===== config.mk =====
export PLATFORM = sky130hd
export DESIGN_NAME = rob_top
export DESIGN_NICKNAME = d
export VERILOG_FILES = /design/src/hdl/rob_pkg.sv /design/src/hdl/prf_free_list.sv /design/src/hdl/rename_map.sv /design/src/hdl/rob.sv /design/src/hdl/rob_entry.sv /design/src/hdl/rob_top.sv
export VERILOG_INCLUDE_DIRS = /design/src /design/src/hdl
export SDC_FILE = /design/constraint.sdc
export NUM_CORES = 1
export LEC_CHECK = 0
export BUFFER_PORTS_ARGS = -buffer_cell sky130_fd_sc_hd__buf_2
export CAP_MARGIN = 20
export CORE_MARGIN = 5
export CORE_UTILIZATION = 57
export DETAILED_ROUTE_END_ITERATION = 6
export PLACE_DENSITY = 0.74
export SKIP_CTS_REPAIR_TIMING = 1
export SLEW_MARGIN = 20
export SYNTH_ARGS = -nofsm -noshare
export SYNTH_HDL_FRONTEND = slang
export SYNTH_SLANG_ARGS = --single-unit

===== constraint.sdc =====
create_clock -name clk -period 6.2 [get_ports clk]
set_input_delay 1.24 -clock clk [delete_from_list [all_inputs] [get_ports clk]]
set_output_delay 1.24 -clock clk [all_outputs]
set_load 0.01 [all_outputs]

===== src/hdl/rob_consts.svh =====
`ifndef ROB_CONSTS_SVH
`define ROB_CONSTS_SVH

// Reorder buffer slots, must be a power of two
`define ROB_NUM_ENTS 8
`define ROB_ID_W ($clog2(`ROB_NUM_ENTS))

// Register files
`define NUM_AREGS 32
`define NUM_PREGS 48
`define PREG_W ($clog2(`NUM_PREGS))

// Cycles between a nuke and the start of the restore walk
`define QUIESCE_CYCLES 5

`endif


===== src/hdl/rob_pkg.sv =====
`default_nettype none

`include "rob_consts.svh"

package rob_pkg;

   typedef logic [`ROB_ID_W-1:0] t_rob_idx;

   // Wrap bit tells full from empty when the indices match
   typedef struct packed {
      logic     wrap;
      t_rob_idx idx;
   } t_rob_id;

   typedef logic [$clog2(`NUM_AREGS)-1:0] t_areg;
   typedef logic [`PREG_W-1:0]            t_preg;

   typedef struct packed {
      logic  valid;
      logic  ready;
      logic  flush_needed;
      logic  has_dst;
      t_areg dst_areg;
      t_preg pdst_new;
      t_preg pdst_old;
   } t_rob_ent;

   typedef enum logic [1:0] {
      RR_IDLE,
      RR_QUIET,
      RR_WALK,
      RR_RESUME
   } t_rr_state;

   // Slot count is a power of two, so the carry lands in the wrap bit
   function automatic t_rob_id incr_robid(input t_rob_id id);
      return t_rob_id'(id + 1'b1);
   endfunction

   function automatic t_rob_id decr_robid(input t_rob_id id);
      return t_rob_id'(id - 1'b1);
   endfunction

endpackage

`default_nettype wire


===== src/hdl/prf_free_list.sv =====
`timescale 1ns/1ps
`default_nettype none

`include "rob_consts.svh"

module prf_free_list
   import rob_pkg::*;
(
   input  logic  clk,
   input  logic  reset,
   input  logic  pop,
   input  logic  push_valid,
   input  t_preg push_pdst,
   output t_preg head_pdst,
   output logic  avail
);

   localparam int FL_DEPTH = `NUM_PREGS - `NUM_AREGS;
   localparam int PTR_W    = $clog2(FL_DEPTH);
   localparam int CNT_W    = $clog2(FL_DEPTH + 1);

   t_preg              fifo [FL_DEPTH];
   logic [PTR_W-1:0]   rd_ptr;
   logic [PTR_W-1:0]   wr_ptr;
   logic [CNT_W-1:0]   count;
   logic               do_pop;

   assign avail     = (count != '0);
   assign head_pdst = fifo[rd_ptr];
   assign do_pop    = pop && avail;

   always_ff @(posedge clk) begin
      if (reset) begin
         // Every id above the architectural range starts out free
         for (int i = 0; i < FL_DEPTH; i++) begin
            fifo[i] <= t_preg'(`NUM_AREGS + i);
         end
         rd_ptr <= '0;
         wr_ptr <= '0;
         count  <= CNT_W'(FL_DEPTH);
      end else begin
         if (push_valid) begin
            fifo[wr_ptr] <= push_pdst;
            wr_ptr <= (wr_ptr == PTR_W'(FL_DEPTH - 1)) ? '0 : wr_ptr + 1'b1;
         end
         if (do_pop) begin
            rd_ptr <= (rd_ptr == PTR_W'(FL_DEPTH - 1)) ? '0 : rd_ptr + 1'b1;
         end
         if (push_valid && !do_pop) begin
            count <= count + 1'b1;
         end else if (do_pop && !push_valid) begin
            count <= count - 1'b1;
         end
      end
   end

endmodule

`default_nettype wire


===== src/hdl/rename_map.sv =====
`timescale 1ns/1ps
`default_nettype none

`include "rob_consts.svh"

module rename_map
   import rob_pkg::*;
(
   input  logic  clk,
   input  logic  reset,
   input  logic  alloc,
   input  logic  alloc_has_dst,
   input  t_areg alloc_dst_reg,
   input  t_preg alloc_pdst_new,
   input  t_areg src_reg_0,
   input  t_areg src_reg_1,
   input  logic  restore_valid,
   input  t_areg restore_areg,
   input  t_preg restore_pdst_old,
   output t_preg alloc_pdst_old,
   output t_preg src_pdst_0,
   output t_preg src_pdst_1
);

   t_preg map [`NUM_AREGS];

   // Reads see the mapping from before this cycle's rename
   assign alloc_pdst_old = map[alloc_dst_reg];
   assign src_pdst_0     = map[src_reg_0];
   assign src_pdst_1     = map[src_reg_1];

   // Out of reset every architectural register maps onto itself
   always_ff @(posedge clk) begin
      if (reset) begin
         for (int i = 0; i < `NUM_AREGS; i++) begin
            map[i] <= t_preg'(i);
         end
      end else if (restore_valid) begin
         map[restore_areg] <= restore_pdst_old;
      end else if (alloc && alloc_has_dst) begin
         map[alloc_dst_reg] <= alloc_pdst_new;
      end
   end

endmodule

`default_nettype wire


===== src/hdl/rob.sv =====
`timescale 1ns/1ps
`default_nettype none

`include "rob_consts.svh"

module rob
   import rob_pkg::*;
(
   input  logic    clk,
   input  logic    reset,
   input  logic    alloc,
   input  logic    alloc_has_dst,
   input  t_areg   alloc_dst_reg,
   input  t_preg   alloc_pdst_new,
   input  t_preg   alloc_pdst_old,
   input  logic    free_avail,
   input  logic    result_valid,
   input  t_rob_id result_robid,
   input  logic    result_flush,
   input  t_areg   src_reg_0,
   input  t_areg   src_reg_1,
   output logic    ready,
   output t_rob_id alloc_robid,
   output logic    src_pending_0,
   output logic    src_pending_1,
   output t_rob_id src_robid_0,
   output t_rob_id src_robid_1,
   output logic    retire_valid,
   output t_rob_id retire_robid,
   output t_areg   retire_dst_reg,
   output logic    free_push_valid,
   output t_preg   free_push_pdst,
   output logic    restore_valid,
   output t_areg   restore_areg,
   output t_preg   restore_pdst_old,
   output logic    nuke,
   output logic    resume_fetch
);

   localparam int QCNT_W = $clog2(`QUIESCE_CYCLES + 1);

   t_rob_id   head;
   t_rob_id   tail;
   t_rob_ent  entries [`ROB_NUM_ENTS];
   t_rob_ent  head_ent;
   t_rob_ent  walk_ent;
   logic      full;
   logic      do_alloc;
   logic      walk_on;
   logic [`ROB_NUM_ENTS-1:0] e_alloc;
   logic [`ROB_NUM_ENTS-1:0] e_result;
   logic [`ROB_NUM_ENTS-1:0] e_retire;
   logic [`ROB_NUM_ENTS-1:0] src_match_0;
   logic [`ROB_NUM_ENTS-1:0] src_match_1;
   t_rob_idx  src_idx_0;
   t_rob_idx  src_idx_1;
   t_rr_state rr_state;
   t_rob_id   rr_ptr;
   logic [QCNT_W-1:0] rr_cnt;

   // Search backward from the youngest slot, returns {found, index}
   function automatic logic [`ROB_ID_W:0] youngest_match(
      input logic [`ROB_NUM_ENTS-1:0] match,
      input t_rob_idx                 top
   );
      t_rob_idx idx;
      t_rob_idx pick;
      logic     found;
      found = 1'b0;
      pick  = '0;
      for (int i = 0; i < `ROB_NUM_ENTS; i++) begin
         idx = top - t_rob_idx'(i);
         if (!found && match[idx]) begin
            found = 1'b1;
            pick  = idx;
         end
      end
      return {found, pick};
   endfunction

   assign head_ent = entries[head.idx];
   assign walk_ent = entries[rr_ptr.idx];
   assign full     = (head.idx == tail.idx) && (head.wrap != tail.wrap);

   // Retire
   assign retire_valid   = head_ent.valid && head_ent.ready && (rr_state == RR_IDLE);
   assign retire_robid   = head;
   assign retire_dst_reg = head_ent.dst_areg;
   assign nuke           = retire_valid && head_ent.flush_needed;

   // A micro-op accepted next to a nuke would already be younger than the flush
   assign ready       = !full && free_avail && (rr_state == RR_IDLE) && !nuke;
   assign do_alloc    = alloc && ready;
   assign alloc_robid = tail;

   always_comb begin
      for (int i = 0; i < `ROB_NUM_ENTS; i++) begin
         e_alloc[i]  = do_alloc && (tail.idx == t_rob_idx'(i));
         e_result[i] = result_valid && (result_robid.idx == t_rob_idx'(i));
         e_retire[i] = retire_valid && (head.idx == t_rob_idx'(i));
      end
   end

   for (genvar i = 0; i < `ROB_NUM_ENTS; i++) begin : g_ent
      rob_entry u_ent (
         .clk,
         .reset,
         .alloc_en       (e_alloc[i]),
         .alloc_has_dst,
         .alloc_dst_areg (alloc_dst_reg),
         .alloc_pdst_new,
         .alloc_pdst_old,
         .result_en      (e_result[i]),
         .result_flush,
         .retire_en      (e_retire[i]),
         .flush_young    (nuke),
         .entry          (entries[i])
      );
   end

   // Source lookup over the entries valid before this allocation
   always_comb begin
      for (int i = 0; i < `ROB_NUM_ENTS; i++) begin
         src_match_0[i] = entries[i].valid && entries[i].has_dst &&
                          (entries[i].dst_areg == src_reg_0);
         src_match_1[i] = entries[i].valid && entries[i].has_dst &&
                          (entries[i].dst_areg == src_reg_1);
      end
      {src_pending_0, src_idx_0} = youngest_match(src_match_0, decr_robid(tail).idx);
      {src_pending_1, src_idx_1} = youngest_match(src_match_1, decr_robid(tail).idx);
      // Slots at or above the head index belong to the head's lap
      src_robid_0.idx  = src_idx_0;
      src_robid_0.wrap = (src_idx_0 >= head.idx) ? head.wrap : !head.wrap;
      src_robid_1.idx  = src_idx_1;
      src_robid_1.wrap = (src_idx_1 >= head.idx) ? head.wrap : !head.wrap;
   end

   always_ff @(posedge clk) begin
      if (reset) begin
         head <= '0;
         tail <= '0;
      end else begin
         if (retire_valid) begin
            head <= incr_robid(head);
         end
         if (nuke) begin
            tail <= incr_robid(head);
         end else if (do_alloc) begin
            tail <= incr_robid(tail);
         end
      end
   end

   // Restore walk, youngest discarded entry first, down to the new head
   always_ff @(posedge clk) begin
      if (reset) begin
         rr_state <= RR_IDLE;
         rr_ptr   <= '0;
         rr_cnt   <= '0;
      end else begin
         case (rr_state)
            RR_IDLE: begin
               if (nuke) begin
                  rr_state <= RR_QUIET;
                  rr_ptr   <= decr_robid(tail);
                  rr_cnt   <= QCNT_W'(`QUIESCE_CYCLES - 1);
               end
            end
            RR_QUIET: begin
               if (rr_cnt == '0) begin
                  // Nothing younger than the flushed micro-op means no walk
                  rr_state <= (rr_ptr == decr_robid(head)) ? RR_RESUME : RR_WALK;
               end else begin
                  rr_cnt <= rr_cnt - 1'b1;
               end
            end
            RR_WALK: begin
               rr_ptr <= decr_robid(rr_ptr);
               if (rr_ptr == head) begin
                  rr_state <= RR_RESUME;
               end
            end
            default: rr_state <= RR_IDLE;
         endcase
      end
   end

   assign walk_on          = (rr_state == RR_WALK);
   assign restore_valid    = walk_on && walk_ent.has_dst;
   assign restore_areg     = walk_ent.dst_areg;
   assign restore_pdst_old = walk_ent.pdst_old;
   assign resume_fetch     = (rr_state == RR_RESUME);

   // Retire reclaims the displaced id, the walk returns the fresh one
   assign free_push_valid = (retire_valid && head_ent.has_dst) || restore_valid;
   assign free_push_pdst  = walk_on ? walk_ent.pdst_new : head_ent.pdst_old;

endmodule

`default_nettype wire


===== src/hdl/rob_entry.sv =====
`timescale 1ns/1ps
`default_nettype none

module rob_entry
   import rob_pkg::*;
(
   input  logic     clk,
   input  logic     reset,
   input  logic     alloc_en,
   input  logic     alloc_has_dst,
   input  t_areg    alloc_dst_areg,
   input  t_preg    alloc_pdst_new,
   input  t_preg    alloc_pdst_old,
   input  logic     result_en,
   input  logic     result_flush,
   input  logic     retire_en,
   input  logic     flush_young,
   output t_rob_ent entry
);

   logic  valid_q;
   logic  ready_q;
   logic  flush_q;
   logic  has_dst_q;
   t_areg dst_areg_q;
   t_preg pdst_new_q;
   t_preg pdst_old_q;

   // Completion state
   always_ff @(posedge clk) begin
      if (reset) begin
         valid_q <= 1'b0;
         ready_q <= 1'b0;
         flush_q <= 1'b0;
      end else if (alloc_en) begin
         valid_q <= 1'b1;
         ready_q <= 1'b0;
         flush_q <= 1'b0;
      end else if (retire_en || flush_young) begin
         valid_q <= 1'b0;
      end else if (result_en && valid_q) begin
         ready_q <= 1'b1;
         flush_q <= flush_q | result_flush;
      end
   end

   // Static fields stay put after invalidation so the restore walk can read them
   always_ff @(posedge clk) begin
      if (alloc_en) begin
         has_dst_q  <= alloc_has_dst;
         dst_areg_q <= alloc_dst_areg;
         pdst_new_q <= alloc_pdst_new;
         pdst_old_q <= alloc_pdst_old;
      end
   end

   always_comb begin
      entry.valid        = valid_q;
      entry.ready        = ready_q;
      entry.flush_needed = flush_q;
      entry.has_dst      = has_dst_q;
      entry.dst_areg     = dst_areg_q;
      entry.pdst_new     = pdst_new_q;
      entry.pdst_old     = pdst_old_q;
   end

endmodule

`default_nettype wire


===== src/hdl/rob_top.sv =====
`timescale 1ns/1ps
`default_nettype none

module rob_top
   import rob_pkg::*;
(
   input  logic    clk,
   input  logic    reset,
   input  logic    alloc,
   input  logic    alloc_has_dst,
   input  t_areg   alloc_dst_reg,
   input  t_areg   src_reg_0,
   input  t_areg   src_reg_1,
   input  logic    result_valid,
   input  t_rob_id result_robid,
   input  logic    result_flush,
   output logic    ready,
   output t_rob_id alloc_robid,
   output t_preg   alloc_pdst,
   output t_preg   src_pdst_0,
   output t_preg   src_pdst_1,
   output logic    src_pending_0,
   output logic    src_pending_1,
   output t_rob_id src_robid_0,
   output t_rob_id src_robid_1,
   output logic    retire_valid,
   output t_rob_id retire_robid,
   output t_areg   retire_dst_reg,
   output logic    reclaim_valid,
   output t_preg   reclaim_pdst,
   output logic    nuke,
   output logic    resume_fetch
);

   t_preg pdst_old;
   logic  free_avail;
   logic  free_push_valid;
   t_preg free_push_pdst;
   logic  restore_valid;
   t_areg restore_areg;
   t_preg restore_pdst_old;

   // Pushes in a retire cycle are always reclaims, the walk never overlaps retire
   assign reclaim_valid = free_push_valid && retire_valid;
   assign reclaim_pdst  = free_push_pdst;

   rob u_rob (
      .clk,
      .reset,
      .alloc,
      .alloc_has_dst,
      .alloc_dst_reg,
      .alloc_pdst_new  (alloc_pdst),
      .alloc_pdst_old  (pdst_old),
      .free_avail,
      .result_valid,
      .result_robid,
      .result_flush,
      .src_reg_0,
      .src_reg_1,
      .ready,
      .alloc_robid,
      .src_pending_0,
      .src_pending_1,
      .src_robid_0,
      .src_robid_1,
      .retire_valid,
      .retire_robid,
      .retire_dst_reg,
      .free_push_valid,
      .free_push_pdst,
      .restore_valid,
      .restore_areg,
      .restore_pdst_old,
      .nuke,
      .resume_fetch
   );

   rename_map u_map (
      .clk,
      .reset,
      .alloc,
      .alloc_has_dst,
      .alloc_dst_reg,
      .alloc_pdst_new  (alloc_pdst),
      .src_reg_0,
      .src_reg_1,
      .restore_valid,
      .restore_areg,
      .restore_pdst_old,
      .alloc_pdst_old  (pdst_old),
      .src_pdst_0,
      .src_pdst_1
   );

   prf_free_list u_free (
      .clk,
      .reset,
      .pop        (alloc && alloc_has_dst),
      .push_valid (free_push_valid),
      .push_pdst  (free_push_pdst),
      .head_pdst  (alloc_pdst),
      .avail      (free_avail)
   );

endmodule

`default_nettype wire


==> run metrics <==
via count=19900; fin area=31500 µm²; Setup CP Type=primary input to output port; area of the die=54100 µm²; Mapped Area=28200 µm²; fraction of layout cells with a size suffix above 1=27.6%; setup TNS=0 ps; post-route ant nets=0; top_reg_cell synth=edfxtp_1; Leak=10.1 nW; Fin. Hold Viols=0; max-slew violations=0; Warnings, synthesis=0; io pins=77; Switching Share=34.5%; Area contributors post-synth=edfxtp_1 (46%), mux4_2 (23%), dfxtp_1 (4.1%); total wire length=78100 µm; I/O Buffers=75; peak supply drop=0.000241 V; wire length per cell=26.4 µm; relative slew slack=25.5%; reg-to-reg critical path endpoint=u_map.map[16][5]; DP HPWL=52800 µm; insertion delay to the later sink of the worst-skew pair=610 ps; first-pass GRT wire length=118000 µm; Max-cap violations=0; Worst Tran Pin Value=1120 ps; Syn Nets=2234; reg2reg path depth=9; Placement Cell Area=29600 µm²; CP Launch Type=primary input; largest net degree at the start of global routing=64; post-synth top area share=45.9%; Tot GR Track Use=28.7%; vias in the first global route=19300; Critical R2R Launch=u_rob.rr_ptr[1]; combinational power share=34.7%; outcome=finished, final reports clean; Final period util=98.6%; Synth Instances=2171; Cell Rows=81; #FFs+latches synth=490; sequential-to-total area share from yosys stat=50.0%; register area=14100 µm²; synthesized area per cell=13.0 µm²; Starting Density=57.7%; Synth top cells by count=edfxtp_1 (432), mux4_2 (285), nand2_1 (269); initial antenna violation count=1; Pre-antenna DRT Iters=5; CTS Buf Count=51; clock skew=32.1 ps; chip width=233 µm; Nets=2313; ANT cells=0; Sequential Power Share=37.0%; Clock Path Buffers=3; drc violations=0; Netlist cell types=78; multi-input logic area=13500 µm²; initial DRC count=2835; GRT overflow=0; Achievable Freq=164 MHz; CTS tree=built; routability cong.=0.949; Chip Height=233 µm; critical path required time=4960 ps; Clock transition at path regs=60 ps; H-Tree Depth=2; clock share of power=28.3%; fillers=3553; CP peak stage delay=480 ps; Final min period=6110 ps; Hold Crit Class=register to register; Yosys top cell by area=edfxtp_1; Root Driver=clkbuf_16; switching power=3.71 mW; Async SR Flop Fraction=0%; Worst EP arrival=4870 ps; Int Pwr=7.03 mW; clock sinks=490; Core Region=49000 µm²; min-delay src=u_rob.g_ent[1].u_ent.ready_q; Hold EP=u_rob.g_ent[1].u_ent.ready_q; worst-path fanout max=9; synth-to-layout area growth=11.6%; crit path capture type=output port; register-to-register setup slack=1300 ps; via/cell ratio=6.74; Power Density=340 nW/µm²; Hold Crit Depth=2; Finish-stage setup viols=0; cell chain of the critical path=buf_4 -> xor2_1 -> nor4_2 -> buf_4 -> nand4_1 -> mux2_4 -> mux4_2 -> o31a_2 -> or3_4 -> a32oi_2 -> a32oi_2 -> ha_1 -> a21o_1 -> a21oi_2 -> xor2_1 -> buf_2; EDFF count, synth=432; Crit-path slowest cell=mux4_2; top-count cell post-synth=edfxtp_1
-- per-stage QoR --
stage,hold slack (ps),worst slack [ps],instances,total power [mW],util [%]
final,483,86.3,2954,10.7,64.4
after detailed placement,454,-14.2,2848,7.52,60.5
after floorplan,429,399,2171,6.26,-
after global placement,454,-50.1,2848,7.46,60.5
after CTS,485,-126,2941,10.5,63.8
after global routing,507,-54.0,2954,11.2,64.4
-- flip-flops by register name, indices dropped and copies added, names as in the netlist, named ones only --
name,flops
u_map.map,192
u_free.fifo,96
u_rob.g_ent.u_ent.pdst_new_q,48
u_rob.g_ent.u_ent.pdst_old_q,48
u_rob.g_ent.u_ent.dst_areg_q,40
u_rob.g_ent.u_ent.flush_q,8
u_rob.g_ent.u_ent.has_dst_q,8
u_rob.g_ent.u_ent.ready_q,8
u_rob.g_ent.u_ent.valid_q,8
u_free.count,5
u_free.rd_ptr,4
u_free.wr_ptr,4
u_rob.alloc_robid,4
u_rob.retire_robid,4
u_rob.rr_ptr,4
u_rob.rr_cnt,3
u_rob.rr_state,2
-- layer usage --
metal  wire length (µm)  global-route usage (%)  vias up
li1                   -                       -     8499
met1              28700                    39.6     9935
met2              37300                    45.4     1263
met3               8920                    6.32      212
met4               3140                    11.0        2
met5                 11                       0        -
-- cell type report --
cell class,count,share of cell area [%]
multi-input cells,1487,42.9
clock inverters,25,0.798
well taps,664,2.63
inverters,41,0.508
flip-flops and latches,490,44.9
clock buffers,68,4.41
repair buffers,179,3.89
-- placed cells by master (no fill, tap or decap), drive strengths merged, types with 28 or more instances in the layout --
cell / netlist / final
edfxtp: 432 / 432
mux4: 285 / 285
nand2: 269 / 269
nor2: 267 / 267
buf: 55 / 175
clkbuf: 98 / 72
xor2: 67 / 67
nand3: 66 / 66
a21oi: 65 / 65
nor3: 61 / 61
dfxtp: 58 / 58
xnor2: 44 / 44
nand2b: 44 / 44
inv: 38 / 40
ha: 37 / 37
mux2: 36 / 36
o21ai: 28 / 28
-- worst max-delay path: cells and delay by family --
kind	cells	cell delay (ps)
xor gates and xnor gates	2	340
AOI/OAI and AO/OA	5	840
and+or+nand+nor	3	840
adders and majority gates	1	290
buffers and inverters	3	490
muxes	2	820
-- power groups by stage --
| stage | combinational (mW) | clock (mW) | sequential, mW |
|---|---|---|---|
| finish | 3.73 | 3.04 | 3.97 |
| global route | 3.99 | 3.21 | 3.99 |
| CTS | 3.51 | 3.05 | 3.96 |
| detailed placement | 3.49 | 0 | 4.03 |
| global placement | 3.44 | 0 | 4.01 |
| floorplan | 2.27 | 0 | 3.99 |
-- worst max-delay path by stage --
stage,start,endpoint,slack [ps],cells past startpoint
global route,src_reg_0[1],src_robid_0[3],-50,17
finish,src_reg_0[3],src_robid_0[3],90,16
global placement,src_reg_0[4],src_robid_0[3],-50,17
CTS,u_rob.alloc_robid[1],src_robid_1[3],-130,19
floorplan,u_rob.alloc_robid[0],src_robid_1[3],400,18
detailed placement,src_reg_1[1],src_robid_1[3],-10,16
-- cells by family (layout without fill, tap and decap cells) --
family	after synthesis	in the layout	synth area share, %
compound gates	196	196	4.59
xor+xnor	111	111	3.47
fa+ha+maj	38	38	1.71
buf+inv	194	313	2.79
flops	490	490	50.0
mux	338	338	24.8
simple gates	804	804	12.7
Power figures use the tool's default switching activity.
